**src/pit_config.svh**
```systemverilog
`ifndef PIT_CONFIG_SVH
`define PIT_CONFIG_SVH

// --------------------
// Datapath widths
// --------------------

// Host data bus, one byte per access
`define PIT_DATA_W 8

// Counting element, four BCD decades or 16 binary bits
`define PIT_COUNT_W 16

// --------------------
// Control word after reset
// --------------------

// Rate generator
`define PIT_RST_MODE 3'd2

// LSB only
`define PIT_RST_RW 2'd1

`endif

```
**src/pit_pkg.sv**
```systemverilog
`default_nettype none

package pit_pkg;

    // Counting modes, 6 and 7 decode as 2 and 3
    typedef enum logic [2:0] {
        MODE_INT_TC     = 3'd0,
        MODE_ONE_SHOT   = 3'd1,
        MODE_RATE_GEN   = 3'd2,
        MODE_SQUARE     = 3'd3,
        MODE_SW_STROBE  = 3'd4,
        MODE_HW_STROBE  = 3'd5,
        MODE_RATE_GEN_X = 3'd6,
        MODE_SQUARE_X   = 3'd7
    } pit_mode_e;

    // Read/write byte modes
    typedef enum logic [1:0] {
        RW_LATCH   = 2'd0,
        RW_LSB     = 2'd1,
        RW_MSB     = 2'd2,
        RW_LSB_MSB = 2'd3
    } pit_rw_e;

    // Control word bits 5 to 0
    typedef struct packed {
        pit_rw_e   rw_mode;
        pit_mode_e mode;
        logic      bcd;
    } pit_ctrl_t;

    // Host strobes, at most one active at a time
    typedef struct packed {
        logic set_control_mode;
        logic latch_count;
        logic latch_status;
        logic write;
        logic read;
    } pit_host_t;

    // Sampled events from the input stage
    typedef struct packed {
        logic clock_rise;
        logic clock_fall;
        logic gate_fall;
        logic gate_level;
        logic write_done;
    } pit_edges_t;

endpackage

`default_nettype wire

```
**src/pit_input_sampler.sv**
```systemverilog
`timescale 1ns/1ps
`default_nettype none

module pit_input_sampler
    import pit_pkg::*;
(
    input  logic       clk,
    input  logic       rst_n,
    input  logic       clock,
    input  logic       gate,
    input  logic       write,
    input  logic       read,
    output pit_edges_t edges,
    output logic       read_done
);

    // One cycle of history per input
    logic clock_q;
    logic gate_q;
    logic write_q;
    logic read_q;
    // Gate level as seen at the last counter clock rise
    logic gate_level;
    logic clock_rise;

    assign clock_rise = clock && !clock_q;

    always_ff @(posedge clk) begin
        if (!rst_n) begin
            clock_q <= 1'b0;
            gate_q  <= 1'b0;
            write_q <= 1'b0;
            read_q  <= 1'b0;
        end else begin
            clock_q <= clock;
            gate_q  <= gate;
            write_q <= write;
            read_q  <= read;
        end
    end

    // Gate only matters at the rising edge of the counter clock
    always_ff @(posedge clk) begin
        if (!rst_n) begin
            gate_level <= 1'b0;
        end else if (clock_rise) begin
            gate_level <= gate;
        end
    end

    // Strobe falls mark completed accesses
    assign edges = '{
        clock_rise: clock_rise,
        clock_fall: clock_q && !clock,
        gate_fall:  gate_q && !gate,
        gate_level: gate_level,
        write_done: write_q && !write
    };
    assign read_done = read_q && !read;

endmodule

`default_nettype wire

```
**src/pit_host_port.sv**
```systemverilog
`timescale 1ns/1ps
`default_nettype none
`include "pit_config.svh"

module pit_host_port
    import pit_pkg::*;
(
    input  logic                    clk,
    input  logic                    rst_n,
    input  pit_host_t               host,
    input  logic [`PIT_DATA_W-1:0]  data_in,
    input  logic                    read_done,
    input  logic                    write_done,
    input  logic                    load,
    input  logic [`PIT_COUNT_W-1:0] count,
    input  logic                    out,
    output pit_ctrl_t               ctrl,
    output logic [`PIT_COUNT_W-1:0] reload,
    output logic                    write_seq_done,
    output logic                    write_seq_msb,
    output logic [`PIT_DATA_W-1:0]  data_out
);

    logic                   read_seq_msb;
    logic                   read_seq_done;
    logic                   write_lsb;
    logic                   write_msb;
    logic                   two_byte;
    // Count register halves
    logic [`PIT_DATA_W-1:0] cr_l;
    logic [`PIT_DATA_W-1:0] cr_m;
    // Output latch halves
    logic [`PIT_DATA_W-1:0] ol_l;
    logic [`PIT_DATA_W-1:0] ol_m;
    logic                   output_latched;
    logic [`PIT_DATA_W-1:0] status;
    logic                   status_latched;
    logic                   null_count;

    // --------------------
    // Control word
    // --------------------

    always_ff @(posedge clk) begin
        if (!rst_n) begin
            ctrl <= '{rw_mode: pit_rw_e'(`PIT_RST_RW),
                      mode:    pit_mode_e'(`PIT_RST_MODE),
                      bcd:     1'b0};
        end else if (host.set_control_mode) begin
            ctrl <= pit_ctrl_t'(data_in[5:0]);
        end
    end

    assign two_byte = (ctrl.rw_mode == RW_LSB_MSB);

    // --------------------
    // Byte sequencing
    // --------------------

    // High means the MSB comes next in LSB/MSB mode
    always_ff @(posedge clk) begin
        if (!rst_n || host.set_control_mode) begin
            write_seq_msb <= 1'b0;
            read_seq_msb  <= 1'b0;
        end else begin
            if (write_done && two_byte) begin
                write_seq_msb <= !write_seq_msb;
            end
            // Status reads do not advance the count sequence
            if (read_done && two_byte && !status_latched) begin
                read_seq_msb <= !read_seq_msb;
            end
        end
    end

    assign write_seq_done = write_done && (!two_byte || write_seq_msb);
    assign read_seq_done  = read_done && !status_latched && (!two_byte || read_seq_msb);

    assign write_lsb = host.write && (ctrl.rw_mode != RW_MSB) && !write_seq_msb;
    assign write_msb = host.write && ((ctrl.rw_mode == RW_MSB) || write_seq_msb);

    // Single byte modes clear the byte that is not written
    always_ff @(posedge clk) begin
        if (host.write && ctrl.rw_mode == RW_MSB) begin
            cr_l <= '0;
        end else if (write_lsb) begin
            cr_l <= data_in;
        end
        if (host.write && ctrl.rw_mode == RW_LSB) begin
            cr_m <= '0;
        end else if (write_msb) begin
            cr_m <= data_in;
        end
    end

    assign reload = {cr_m, cr_l};

    // --------------------
    // Latches and readback
    // --------------------

    // Follows the counting element until frozen by a latch command
    always_ff @(posedge clk) begin
        if (!output_latched) begin
            ol_l <= count[7:0];
            ol_m <= count[15:8];
        end
    end

    always_ff @(posedge clk) begin
        if (!rst_n || host.set_control_mode) begin
            output_latched <= 1'b0;
        end else if (host.latch_count) begin
            output_latched <= 1'b1;
        end else if (read_seq_done) begin
            output_latched <= 1'b0;
        end
    end

    // A second status latch before readback keeps the first snapshot
    always_ff @(posedge clk) begin
        if (host.latch_status && !status_latched) begin
            status <= {out, null_count, ctrl};
        end
    end

    always_ff @(posedge clk) begin
        if (!rst_n || host.set_control_mode) begin
            status_latched <= 1'b0;
        end else if (host.latch_status) begin
            status_latched <= 1'b1;
        end else if (read_done) begin
            status_latched <= 1'b0;
        end
    end

    // Set by new programming, cleared once the count reaches the counting element
    always_ff @(posedge clk) begin
        if (!rst_n) begin
            null_count <= 1'b0;
        end else if (host.set_control_mode || write_seq_done) begin
            null_count <= 1'b1;
        end else if (load) begin
            null_count <= 1'b0;
        end
    end

    // Status has priority over the count
    assign data_out = status_latched                                  ? status :
                      (ctrl.rw_mode == RW_MSB || read_seq_msb)        ? ol_m   : ol_l;

    // Programming and data writes share the data bus
    a_ctrl_not_with_write: assert property (
        @(posedge clk) disable iff (!rst_n) !(host.set_control_mode && host.write));

endmodule

`default_nettype wire

```
**src/pit_load_ctrl.sv**
```systemverilog
`timescale 1ns/1ps
`default_nettype none
`include "pit_config.svh"

module pit_load_ctrl
    import pit_pkg::*;
(
    input  logic                    clk,
    input  logic                    rst_n,
    input  pit_edges_t              edges,
    input  pit_ctrl_t               ctrl,
    input  logic                    set_control_mode,
    input  logic                    write_seq_done,
    input  logic                    write_seq_msb,
    input  logic [`PIT_COUNT_W-1:0] count,
    input  logic                    reload_lsb0,
    input  logic                    out,
    output logic                    load,
    output logic                    enable,
    output logic                    loaded
);

    logic written;
    logic written_sampled;
    logic terminal_count;
    // Modes 2 and 3 and their aliases
    logic periodic;
    // Modes 1 and 5 have no load event here
    logic triggered_mode;
    logic load_written;
    logic load_terminal;

    assign periodic       = ctrl.mode[1];
    assign triggered_mode = (ctrl.mode[1:0] == 2'b01);

    // Pending load after a full write sequence
    // Periodic modes pick up a rewritten count at terminal count instead
    always_ff @(posedge clk) begin
        if (!rst_n || set_control_mode) begin
            written <= 1'b0;
        end else if (write_seq_done && !triggered_mode && !(periodic && loaded)) begin
            written <= 1'b1;
        end else if (load) begin
            written <= 1'b0;
        end
    end

    always_ff @(posedge clk) begin
        if (!rst_n || set_control_mode) begin
            written_sampled <= 1'b0;
        end else if (edges.clock_rise) begin
            written_sampled <= written;
        end
    end

    // Terminal count is 1 in mode 2
    // Mode 3 stops at 0 for the odd high half, else at 2
    always_ff @(posedge clk) begin
        if (!rst_n) begin
            terminal_count <= 1'b0;
        end else begin
            terminal_count <= count == {14'd0, ctrl.mode[0] && !(reload_lsb0 && out),
                                        !ctrl.mode[0]};
        end
    end

    // --------------------
    // Step events on counter clock fall
    // --------------------

    assign load_written  = edges.clock_fall && written_sampled;
    assign load_terminal = edges.clock_fall && periodic && terminal_count && loaded &&
                           edges.gate_level;
    assign load          = load_written || load_terminal;

    always_ff @(posedge clk) begin
        if (!rst_n || set_control_mode) begin
            loaded <= 1'b0;
        end else if (load) begin
            loaded <= 1'b1;
        end
    end

    // Mode 0 pauses while only the LSB of a new count is in
    assign enable = edges.clock_fall && !load && loaded && edges.gate_level &&
                    !(ctrl.mode == MODE_INT_TC && write_seq_msb);

    // Step events are one clk wide
    a_step_one_clk: assert property (
        @(posedge clk) disable iff (!rst_n)
        (load || enable) |=> !(load || enable));

endmodule

`default_nettype wire

```
**src/pit_counting_element.sv**
```systemverilog
`timescale 1ns/1ps
`default_nettype none
`include "pit_config.svh"

module pit_counting_element
    import pit_pkg::*;
(
    input  logic                    clk,
    input  logic                    rst_n,
    input  pit_ctrl_t               ctrl,
    input  logic [`PIT_COUNT_W-1:0] reload,
    input  logic                    load,
    input  logic                    enable,
    output logic [`PIT_COUNT_W-1:0] count
);

    logic                    square;
    logic [`PIT_COUNT_W-1:0] bcd_dec;
    logic [`PIT_COUNT_W-1:0] one_step;
    logic                    borrow;

    function automatic logic bcd_valid(input logic [`PIT_COUNT_W-1:0] value);
        logic ok;
        ok = 1'b1;
        for (int i = 0; i < 4; i++) begin
            ok = ok && (value[4*i +: 4] <= 4'd9);
        end
        return ok;
    endfunction

    assign square = (ctrl.mode[1:0] == 2'b11);

    // Four decade decrement, 0000 wraps to 9999
    always_comb begin
        bcd_dec = count;
        borrow  = 1'b1;
        for (int i = 0; i < 4; i++) begin
            if (borrow) begin
                if (count[4*i +: 4] == 4'd0) begin
                    bcd_dec[4*i +: 4] = 4'd9;
                end else begin
                    bcd_dec[4*i +: 4] = count[4*i +: 4] - 4'd1;
                    borrow            = 1'b0;
                end
            end
        end
    end

    assign one_step = ctrl.bcd ? bcd_dec : count - `PIT_COUNT_W'(1);

    // Mode 3 loads an even value and steps by two
    // The second step never borrows since the first leaves an odd digit
    always_ff @(posedge clk) begin
        if (!rst_n) begin
            count <= '0;
        end else if (load) begin
            count <= {reload[`PIT_COUNT_W-1:1], reload[0] && !square};
        end else if (enable) begin
            count <= one_step - {{(`PIT_COUNT_W-1){1'b0}}, square};
        end
    end

    a_bcd_digits: assert property (
        @(posedge clk) disable iff (!rst_n)
        (ctrl.bcd && enable && bcd_valid(count)) |=> bcd_valid(count));

endmodule

`default_nettype wire

```
**src/pit_output_gen.sv**
```systemverilog
`timescale 1ns/1ps
`default_nettype none
`include "pit_config.svh"

module pit_output_gen
    import pit_pkg::*;
(
    input  logic                    clk,
    input  logic                    rst_n,
    input  pit_ctrl_t               ctrl,
    input  logic                    set_control_mode,
    input  logic [`PIT_DATA_W-1:0]  data_in,
    input  logic                    write_done,
    input  logic                    write_seq_msb,
    input  pit_edges_t              edges,
    input  logic                    load,
    input  logic                    enable,
    input  logic                    loaded,
    input  logic [`PIT_COUNT_W-1:0] count,
    output logic                    out
);

    logic at_one;
    logic at_two;
    logic at_zero;

    // Compares against the count before this step
    assign at_zero = enable && (count == `PIT_COUNT_W'(0));
    assign at_one  = enable && (count == `PIT_COUNT_W'(1));
    assign at_two  = enable && (count == `PIT_COUNT_W'(2));

    always_ff @(posedge clk) begin
        if (!rst_n) begin
            out <= 1'b1;
        end else if (set_control_mode) begin
            // Only mode 0 starts low
            out <= (data_in[3:1] != 3'd0);
        end else begin
            case (ctrl.mode)
                // Interrupt on terminal count, gate has no effect on out
                MODE_INT_TC: begin
                    if (write_done && !write_seq_msb) begin
                        out <= 1'b0;
                    end else if (at_one) begin
                        out <= 1'b1;
                    end
                end
                // One clock wide low pulse before each reload
                MODE_RATE_GEN, MODE_RATE_GEN_X: begin
                    if (load || edges.gate_fall) begin
                        out <= 1'b1;
                    end else if (at_two) begin
                        out <= 1'b0;
                    end
                end
                // Half period per reload, the first load keeps out high
                MODE_SQUARE, MODE_SQUARE_X: begin
                    if (edges.gate_fall) begin
                        out <= 1'b1;
                    end else if (load && loaded) begin
                        out <= !out;
                    end
                end
                // Strobe low for the step from 1 to 0
                MODE_SW_STROBE: begin
                    if (at_one) begin
                        out <= 1'b0;
                    end else if (at_zero) begin
                        out <= 1'b1;
                    end
                end
                // Modes 1 and 5 keep the control write level
                default: begin
                    out <= out;
                end
            endcase
        end
    end

endmodule

`default_nettype wire

```
**src/pit_counter.sv**
```systemverilog
`timescale 1ns/1ps
`default_nettype none
`include "pit_config.svh"

module pit_counter
    import pit_pkg::*;
(
    input  logic                   clk,
    input  logic                   rst_n,
    input  logic                   clock,
    input  logic                   gate,
    input  pit_host_t              host,
    input  logic [`PIT_DATA_W-1:0] data_in,
    output logic                   out,
    output logic [`PIT_DATA_W-1:0] data_out
);

    pit_edges_t              edges;
    logic                    read_done;
    pit_ctrl_t               ctrl;
    logic [`PIT_COUNT_W-1:0] reload;
    logic                    write_seq_done;
    logic                    write_seq_msb;
    logic                    load;
    logic                    enable;
    logic                    loaded;
    logic [`PIT_COUNT_W-1:0] count;

    // --------------------
    // Input stage and host side
    // --------------------

    pit_input_sampler u_sampler (
        .clk       (clk),
        .rst_n     (rst_n),
        .clock     (clock),
        .gate      (gate),
        .write     (host.write),
        .read      (host.read),
        .edges     (edges),
        .read_done (read_done)
    );

    pit_host_port u_host_port (
        .clk            (clk),
        .rst_n          (rst_n),
        .host           (host),
        .data_in        (data_in),
        .read_done      (read_done),
        .write_done     (edges.write_done),
        .load           (load),
        .count          (count),
        .out            (out),
        .ctrl           (ctrl),
        .reload         (reload),
        .write_seq_done (write_seq_done),
        .write_seq_msb  (write_seq_msb),
        .data_out       (data_out)
    );

    // --------------------
    // Counting path
    // --------------------

    pit_load_ctrl u_load_ctrl (
        .clk              (clk),
        .rst_n            (rst_n),
        .edges            (edges),
        .ctrl             (ctrl),
        .set_control_mode (host.set_control_mode),
        .write_seq_done   (write_seq_done),
        .write_seq_msb    (write_seq_msb),
        .count            (count),
        .reload_lsb0      (reload[0]),
        .out              (out),
        .load             (load),
        .enable           (enable),
        .loaded           (loaded)
    );

    pit_counting_element u_counting_element (
        .clk    (clk),
        .rst_n  (rst_n),
        .ctrl   (ctrl),
        .reload (reload),
        .load   (load),
        .enable (enable),
        .count  (count)
    );

    pit_output_gen u_output_gen (
        .clk              (clk),
        .rst_n            (rst_n),
        .ctrl             (ctrl),
        .set_control_mode (host.set_control_mode),
        .data_in          (data_in),
        .write_done       (edges.write_done),
        .write_seq_msb    (write_seq_msb),
        .edges            (edges),
        .load             (load),
        .enable           (enable),
        .loaded           (loaded),
        .count            (count),
        .out              (out)
    );

endmodule

`default_nettype wire

```
**config.mk**
```make
export PLATFORM = sky130hd
export DESIGN_NAME = pit_counter
export DESIGN_NICKNAME = d
export VERILOG_FILES = /design/src/pit_pkg.sv /design/src/pit_input_sampler.sv /design/src/pit_host_port.sv /design/src/pit_load_ctrl.sv /design/src/pit_counting_element.sv /design/src/pit_output_gen.sv /design/src/pit_counter.sv
export VERILOG_INCLUDE_DIRS = /design/src
export SDC_FILE = /design/constraint.sdc
export NUM_CORES = 1
export LEC_CHECK = 0
export ABC_CLOCK_PERIOD_IN_PS = 2970
export BUFFER_PORTS_ARGS = -buffer_cell sky130_fd_sc_hd__buf_2
export CORE_MARGIN = 8
export CORE_UTILIZATION = 55
export DETAILED_ROUTE_END_ITERATION = 10
export GPL_ROUTABILITY_DRIVEN = 1
export PLACE_DENSITY = 0.8
export SLEW_MARGIN = 10
export SYNTH_ARGS = -nofsm -noshare
export SYNTH_HDL_FRONTEND = slang
export SYNTH_SLANG_ARGS = --single-unit
```
**constraint.sdc**
```tcl
create_clock -name clk -period 2.97 [get_ports clk]
set_clock_uncertainty 0.05 [all_clocks]
set_input_delay 0.4455 -clock clk [delete_from_list [all_inputs] [get_ports clk]]
set_output_delay 0.4455 -clock clk [all_outputs]
set_load 0.01 [all_outputs]
```
* Word-level counts from Yosys, hierarchy flattened
Index checks and enable logic that the tools add are counted.
** Word-level totals
- Logic and storage cells :: 162
- Flip-flop bits (word level) :: 77
** Operators by class
- Muxes and demuxes :: 34
- Add/sub/neg operators :: 6
- Reductions and logical operators :: 80
- Eq/ne operators :: 18
** Operator list (count)
- two-way mux 16 bit :: 3
- logical AND 1 bit :: 38
- two-way mux 4 bit :: 7
- two-way mux 1 bit :: 21
- logical NOT 1 bit :: 18
- equality test 16 x 1 -> 1 bit (second input constant) :: 1
- equality test 16 x 2 -> 1 bit :: 1
- equality test 16 x 2 -> 1 bit (second input constant) :: 1
- logical NOT 16 bit :: 1
- logical NOT 4 bit :: 4
- two-way mux 8 bit :: 2
- != test 4 x 2 -> 1 bit (second input constant) :: 4
- subtractor 16 x 1 -> 16 bit :: 1
- subtractor 16 x 1 -> 16 bit (second input constant) :: 1
- subtractor 4 x 1 -> 4 bit (second input constant) :: 4
- nonzero test 2 bit :: 5
- equality test 3 bit (second input constant) :: 3
- logical OR 1 bit :: 8
- equality test 2 bit (second input constant) :: 3
- equality test 3 x 2 -> 1 bit (second input constant) :: 2
- AND reduction 5 bit :: 1
- nonzero test 5 bit :: 1
- equality test 2 x 1 -> 1 bit (second input constant) :: 2
- case mux 1 bit (4 select lines) :: 1
- 4 further kinds :: 5

* Longest topological paths before layout
Gate-level depths: netlist (run 1).
- Depth after elaboration :: 17
- Depth in mapped cells :: 13
- Gate-level depth less buffers :: 12

* Cells and area by module
A second synthesis (run 1) with hierarchy kept.
** Unflattened totals
- Cell total of the unflattened synthesis :: 457
- Area total of the unflattened synthesis :: 4324.1 µm²
** By module, submodules not included
- pit_host_port :: area each 2049.5 µm², times used 1, cells an instance 171
- pit_counting_element :: area each 1600.3 µm², times used 1, cells an instance 205
- pit_load_ctrl :: area each 247.7 µm², times used 1, cells an instance 29
- pit_output_gen :: area each 229.0 µm², times used 1, cells an instance 33
- pit_input_sampler :: area each 197.7 µm², times used 1, cells an instance 19

* Least setup slack after synthesis (run 1)
No wires, ideal clock.
- Kind :: register -> register
- Start point :: register u_counting_element.count[0]
- End point :: register u_counting_element.count[14]
- Cell stages (with the launch flop) :: 13
- Data required time :: 2.793 ns
- Slack :: 0.314 ns
- Arrival time :: 2.479 ns
- Library setup time :: 0.127 ns
- Buffers on the path :: 0
- Path through :: dfxtp_1 inv_1 ha_1 and4bb_1 nor2_1 ha_1 ha_1 o21ai_0 nor2b_1 nand3_1 nor4_4 a211o_1 o211ai_1
** Between the ends
- Longest elaborated chain between the ends :: 9
- Elaborated cells on any way between the ends :: 14
- Those cells by class :: 3 x add/sub; 10 x mux; 1 x reduce/logical
** RTL lines
- from (decl) :: RTL line pit_counting_element.sv:14 : output logic [`PIT_COUNT_W-1:0] count
- from (signal assigned) :: RTL line pit_counting_element.sv:57 : count <= {reload[`PIT_COUNT_W-1:1], reload[0] && !square};
- from (signal assigned) :: RTL line pit_counting_element.sv:59 : count <= one_step - {{(`PIT_COUNT_W-1){1'b0}}, square};
- branches (longest 5 deep; another with subtractor 16 x 1 -> 16 bit)
- two-way mux 16 bit (*) :: RTL line pit_counting_element.sv:49 : assign one_step = ctrl.bcd ? bcd_dec : count - `PIT_COUNT_W'(1);
- subtractor 16 x 1 -> 16 bit (*) :: RTL line pit_counting_element.sv:59
- two-way mux 16 bit (*) :: RTL line pit_counting_element.sv:58 : end else if (enable) begin
- two-way mux 16 bit (*) :: RTL line pit_counting_element.sv:56 : end else if (load) begin
Mark *: on every way between the ends. The select of a mux whose other input is x is not followed.
A chain may end at the register's enable or synchronous reset.

* Worst setup path in the final report (run 1)
- Start point :: register u_counting_element.count[3]
- End point :: register u_counting_element.count[12]
The elaborated chain is that of the path after synthesis.

==> results of run 1 <==
worst reg2reg max path, delay by kind of cell, from the launching register on:
kind	cells	cell delay (ns)
adder cells (fa/ha/maj)	2	0.32
AND/OR/NAND/NOR	5	1.22
AO/OA/AOI/OAI	3	0.39
flip-flops	1	0.59
cell type report:
| cell class | count | area (um2) |
|---|---|---|
| clock buffers | 9 | 123.9 |
| flip-flops and latches | 77 | 1782 |
| inverters | 13 | 48.80 |
| clock inverters | 7 | 96.34 |
| well taps | 99 | 123.9 |
| multi-input cells | 328 | 2221 |
| fillers | 597 | 2545 |
| repair buffers | 50 | 312.8 |
logic make-up after synthesis:
| kind of cell | synth area share (%) |
|---|---|
| AOI/OAI and AO/OA | 22.59 |
| adders and majority gates | 1.816 |
| and+or+nand+nor | 20.98 |
| muxes | 4.662 |
| buffers and inverters | 3.875 |
| xor gates and xnor gates | 2.967 |
| DFF | 43.11 |
metrics by stage:
step           power, mW  utilization, %  instance area, um2
2_1_floorplan      1.286               -                4133
3_3_place_gp       1.352           61.45                4457
3_5_place_dp       1.358           61.45                4457
4_1_cts            2.217           64.48                4677
5_1_grt            2.292           64.91                4708
6_report           2.213           64.91                4708
flip-flops by register name (all words and copies together), names as in the netlist, 6 cells and up:
| register | count |
|---|---|
| u_host_port.ol_l | 8 |
| u_host_port.cr_m | 8 |
| u_host_port.status | 8 |
| u_host_port.ctrl | 6 |
| u_counting_element.count | 16 |
| u_host_port.ol_m | 8 |
| u_host_port.cr_l | 8 |
per-layer routing:
layer  up-vias  part of all wire (%)
met5         -                     0
met4         0                   2.2
met3        25                   8.5
met2       159                    47
met1      1755                    42
li1       1740                     -
path summary, 6_finish.rpt:
check | startpoint | to | slack (ns) | depth (start not counted)
max | u_counting_element.count[3] | u_counting_element.count[12] | 0.26 | 10
min | host[0] | u_sampler.read_q | 0.25 | 2
max reg2reg | u_counting_element.count[3] | u_counting_element.count[12] | 0.26 | 10
min reg2reg | u_host_port.null_count | u_host_port.status[6] | 0.40 | 0
cell usage in the layout (no fill, tap or decap), drive strengths merged, types with 8 or more instances in the layout:
| cell type | n |
|---|---|
| o211ai | 8 |
| nand2 | 34 |
| inv | 15 |
| nor4 | 10 |
| a31oi | 10 |
| o21ai | 24 |
| nor2 | 43 |
| buf | 50 |
| clkbuf | 9 |
| mux2i | 17 |
| a22oi | 12 |
| a21oi | 22 |
| edfxtp | 24 |
| nand2b | 11 |
| dfxtp | 53 |
| a22o | 16 |
| nor3 | 13 |
power by group through the flow:
stage | combinational [mW] | sequential (mW) | clock (mW)
floorplan | 0.121 | 1.16 | 0
global placement | 0.172 | 1.18 | 0
detailed placement | 0.176 | 1.18 | 0
CTS | 0.178 | 1.16 | 0.882
global route | 0.197 | 1.16 | 0.932
finish | 0.179 | 1.16 | 0.875
repair_timing:
item	CTS	global route
setup buffers	0	1
endpoints found under the setup margin	0	5
gates resized for setup	0	7
==> results by group, run 1 <==
Power and ir drop
  • Switch Pwr: about 0.54 mW
  • P_leak: about 1.9 nW
  • Sequential share of power: a little over half
  • Clk network pwr share: between 30% and 40%
  • VDD IR max: approximately 0.37 mV
  • Cell Pwr Density: 470.0 nW/um2
  • Combinational Power Share: about 8%
  • Power Internal: approximately 1.7 mW
  • Sw frac: about a quarter

Setup path
  • Crit start category: register
  • CP arrival: between 2 and 3 ns
  • Crit Path Category: register to register
  • Worst path cell trace: and4bb_2 > nor2_1 > ha_1 > ha_1 > o21ai_0 > nor2b_1 > nand3_2 > nor4_4 > a31o_1 > o22ai_1
  • Worst Path Max Fanout: 12
  • CP max-delay cell: dfxtp_1
  • Worst path most repeated cell: ha_1
  • Setup crit end kind: register
  • CP Data Required Time: 3.13 ns
  • Worst path bufs/invs: 0
  • CP max stage delay: 0.59 ns
  • Worst path top cell family by delay: simple AND/OR/NAND/NOR gates

Floorplan
  • Die Area: roughly 11,000 um2
  • Boundary pin count: 26
  • Total core area: about 7300 um2
  • Die W: 102.7 um
  • Die Height: 102.7 um
  • Initial Utilization: ~57%
  • # rows: 31

Route
  • Vias per inst: ~6.3
  • DRC: 0
  • DRT Pass-1 Iters: 5
  • Post-Route WL: about 11 mm
  • Initial drt markers: 300
  • Antenna-violating nets left: 0
  • Vias post-DR: 3,679
  • WL/cell: between 15 and 20 um

Global routing
  • Largest net degree at the start of global routing: 25
  • First-pass GRT wire length: ~18 mm
  • Total global-route track usage: around 23%
  • Initial antenna violation count: 0
  • Grt ovf: 0
  • Vias in the first global route: approximately 3,600
  • GR met1 Demand/Resource: ~30%
  • Gr busiest metal: met2
  • Met2 Track Usage GR: between 30% and 40%
  • Grt met3 use: 4.929%

Clock tree
  • Clk_lat worst skew: 0.35 ns
  • Clk slew on worst S/H paths: roughly 0.080 ns
  • Num CTS Buffers: 9
  • CTS sink cnt: 77
  • Post-cts hold buffer count: 0
  • CTS tree: done
  • CTS Buffer Depth: 2
  • Htree depth: 3
  • CTS root buf: clkbuf_8

Timing
  • Final worst slack: 0.2568 ns
  • Clock period minus worst slack: between 2 and 3 ns
  • Fmax: between 300 and 400 MHz
  • Setup TNS Final: 0 ns
  • Worst Max-Slew Pin Slew: 1.011 ns
  • Max Slew Vio Count: 0
  • Fin Hold WS: about 0.25 ns
  • Slew headroom: around 32%
  • Final worst-path cycle share: between 90% and 100%
  • Final setup vio count: 0
  • Final hold viol count: 0
  • Unrepaired setup endpoints after global routing: no

Synthesis
  • Synth area leader: dfxtp_1
  • Top post-synthesis cells by area: dfxtp_1 26%, edfxtp_1 17%, mux2i_1 4.1%
  • Cells after synthesis: between 400 and 500
  • Count leader, synth: dfxtp_1
  • Post-synth top flop: dfxtp_1
  • Seq cells post-synth: between 70 and 80
  • Ys Warns: 0
  • Post-synth EDFFs: 24
  • Yosys top cell area share: roughly a quarter
  • Cell area after synthesis: ~4100 um2
  • Synth cell types: 77
  • Post-synthesis sequential area ratio: approximately 43%
  • Syn Area/Cell: 9.329 um2
  • Top cells by count, synth: 53 x dfxtp_1, 43 x nor2_1, 34 x nand2_1
  • Asr flop ratio synth: 0%
  • Syn Nets: between 400 and 500

Cells and area
  • Ant diodes: 0
  • Final nets: roughly 500
  • Share of layout cells above drive strength 1: between 10% and 20%
  • Area grow syn2layout: 13.93%
  • Non-Filler Instances: about 580

Hold path
  • Worst min path class: input pin to register

Place
  • Port Buffer Count: 25
  • Post-DP HPWL: 8.489 mm
  • GP Congestion: about 0.99
  • Dpl ws: 0.1736 ns
  • Cell count after placement: 566

Run status
  • Outcome: finished clean

Run
  • Max-Cap Viols: 0
(Power assumes the default switching activity.)
==> run 2, diff against run 1 <==
--- a/config.mk
+++ b/config.mk
@@ -9,5 +9,4 @@
 export ABC_CLOCK_PERIOD_IN_PS = 2970
 export BUFFER_PORTS_ARGS = -buffer_cell sky130_fd_sc_hd__buf_2
-export CORE_MARGIN = 8
 export CORE_UTILIZATION = 55
 export DETAILED_ROUTE_END_ITERATION = 10
==> constraint.sdc (replaced) <==
create_clock -name clk -period 2.97 [get_ports clk]
set_clock_uncertainty 0.05 [all_clocks]
set_input_delay 0.297 -clock clk [delete_from_list [all_inputs] [get_ports clk]]
set_output_delay 0.297 -clock clk [all_outputs]
set_load 0.01 [all_outputs]
==> run 2 against run 1 <==
Compared with the run above: critical endpoint is now u_counting_element.count[14]; routed wire length decreased by 2.4%; die area down 25%; via count increased by 2.1%; design area hardly changed; first-iteration DRC count increased by 47%; worst setup slack got worse by 0.011 ns; global-route usage grew 8.1 points; sequential power is essentially flat; register-to-register slack about the same.
==> results by group, run 2 (synthesized netlist as in run 1, its figures left out) <==
Cells and area
  • Commonest non-fill, non-tap cell in the layout: dfxtp_1
  • Non-Filler Instances: 586
  • Area grow syn2layout: 13.84%
  • Final nets: 505
  • Number of flip-flops in the largest register: 16
  • Share of layout cells above drive strength 1: 17.66%
  • Fin area: 4705 um2
  • Biggest register: u_counting_element.count
  • Ant diodes: 0
  • Most frequent cells in the layout: 53 x dfxtp_1, 43 x nor2_1, 34 x nand2_1

Floorplan
  • # rows: 31
  • Die Area: between 7000 and 8000 um2
  • Initial Utilization: between 50 and 60%
  • Die W: approximately 90 um
  • Boundary pin count: 26
  • Total core area: just over 7000 um2
  • Die Height: 88.69 um

Timing
  • Setup TNS Final: 0 ns
  • Final setup vio count: 0
  • Clock period minus worst slack: ~2.7 ns
  • Slew headroom: just over 40%
  • Final hold viol count: 0
  • Fmax: ~370 MHz
  • Worst Max-Slew Pin Slew: about 0.88 ns
  • Final worst slack: 0.2462 ns
  • Unrepaired setup endpoints after global routing: no
  • Final worst-path cycle share: 91.71%
  • Max Slew Vio Count: 0

Power and ir drop
  • Power Internal: roughly 1.6 mW
  • Clk network pwr share: between 30% and 40%
  • Cell Pwr Density: 454.3 nW/um2
  • Sw frac: roughly a quarter
  • Combinational Power Share: under 10%
  • VDD IR max: 0.4088 mV
  • Sequential share of power: between 50% and 60%
  • Switch Pwr: approximately 0.54 mW
  • P_leak: between 1.5 and 2 nW

Route
  • WL/cell: about 19 um
  • Initial drt markers: between 400 and 500
  • DRC: 0
  • Antenna-violating nets left: 0
  • Post-Route WL: around 11 mm
  • DRT Pass-1 Iters: 5
  • Vias post-DR: ~3,800
  • Vias per inst: ~6.4

Setup path
  • Reg2reg setup slack: between 0.2 and 0.25 ns
  • RR Endpoint: u_counting_element.count[14]
  • Worst R2R Start: u_host_port.ctrl[0]
  • Crit Path Category: register to register
  • Register-to-Register Path Depth: 10
  • Worst Path Max Fanout: 11
  • CP arrival: between 2 and 3 ns
  • CP Data Required Time: around 3.1 ns
  • Crit start category: register
  • Setup crit end kind: register

Clock tree
  • Clk slew on worst S/H paths: about 0.080 ns
  • CTS Buffer Depth: 2
  • Post-cts hold buffer count: 0
  • Num CTS Buffers: 9
  • Htree depth: 3
  • CTS sink cnt: a little under 80
  • Clk_lat worst skew: 0.35 ns
  • CTS tree: done
  • CTS root buf: clkbuf_8

Hold path
  • Worst min path class: input pin to register
  • Hold Crit Depth: 2
  • Hold Startpoint: host[0]
  • Hold EP: u_sampler.read_q

Global routing
  • Grt met3 use: between 4 and 5%
  • Gr busiest metal: met2
  • Vias in the first global route: between 3,000 and 4,000
  • GR met1 Demand/Resource: 42.40%
  • Grt ovf: 0
  • Largest net degree at the start of global routing: 25
  • First-pass GRT wire length: around 18 mm
  • Total global-route track usage: around 31%
  • Initial antenna violation count: 0
  • Met2 Track Usage GR: 48.53%

Place
  • Cell count after placement: ~570
  • Dpl ws: roughly 0.2 ns
  • Port Buffer Count: 25
  • Post-DP HPWL: approximately 8.3 mm
  • Placed cell area: about 4500 um2
  • GP Congestion: between 0.9 and 1

Run status
  • Outcome: finished clean

Run
  • Max-Cap Viols: 0
## run 2: stage by stage
step / util (%) / total power [mW] / hold WS [ns]
floorplan: - / 1.286 / 0.3519
global placement: 61.76 / 1.352 / 0.3758
detailed placement: 61.76 / 1.358 / 0.3813
CTS: 64.46 / 2.141 / 0.1012
global route: 64.86 / 2.210 / 0.1058
finish: 64.86 / 2.137 / 0.1071
## run 2: routing by layer
| layer | up-vias | share of wire, % |
|---|---|---|
| li1 | 1749 | - |
| met1 | 1795 | 45 |
| met2 | 187 | 46 |
| met3 | 25 | 6.5 |
| met4 | 0 | 3.0 |
| met5 | - | 0 |
## run 2: worst max path at each step
| stage | start | end | slack (ns) |
|---|---|---|---|
| 2_1_floorplan | u_counting_element.count[0] | u_counting_element.count[14] | 0.31 |
| 3_3_place_gp | u_counting_element.count[0] | u_counting_element.count[9] | 0.26 |
| 5_1_grt | u_counting_element.count[0] | u_counting_element.count[14] | 0.06 |
| 3_5_place_dp | u_counting_element.count[0] | u_counting_element.count[14] | 0.20 |
| 6_report | u_host_port.ctrl[0] | u_counting_element.count[14] | 0.25 |
| 4_1_cts | u_counting_element.count[0] | u_counting_element.count[14] | 0.15 |
## run 2: repair_timing
| item | in CTS | in global routing |
|---|---|---|
| gates resized for setup | 0 | 6 |
| buffers inserted | 0 | 1 |
| setup endpoints to repair | 0 | 5 |
## run 2: power by group through the flow
stage | logic [mW] | clock network, mW | registers (mW)
2_1_floorplan | 0.121 | 0 | 1.16
3_3_place_gp | 0.169 | 0 | 1.18
3_5_place_dp | 0.173 | 0 | 1.18
4_1_cts | 0.174 | 0.807 | 1.16
5_1_grt | 0.196 | 0.849 | 1.17
6_report | 0.176 | 0.799 | 1.16
## run 2: area by class of cell
type / count / area, um2
Fill cell: 609 / 2549
Multi-Input combinational cell: 328 / 2218
Sequential cell: 77 / 1782
Timing Repair Buffer: 53 / 335.3
Clock buffer: 10 / 127.6
Tap cell: 99 / 123.9
Clock inverter: 6 / 68.82
Inverter: 13 / 48.80
## run 2: worst max-delay path, stage by stage, from the launching register on
cell	delay [ns]
dfxtp_1	0.51
and4bb_2	0.38
nor2_1	0.10
ha_1	0.17
ha_1	0.15
o21ai_0	0.11
nor2b_1	0.24
nand3_2	0.15
nor4_4	0.42
a211o_1	0.18
o211ai_1	0.09
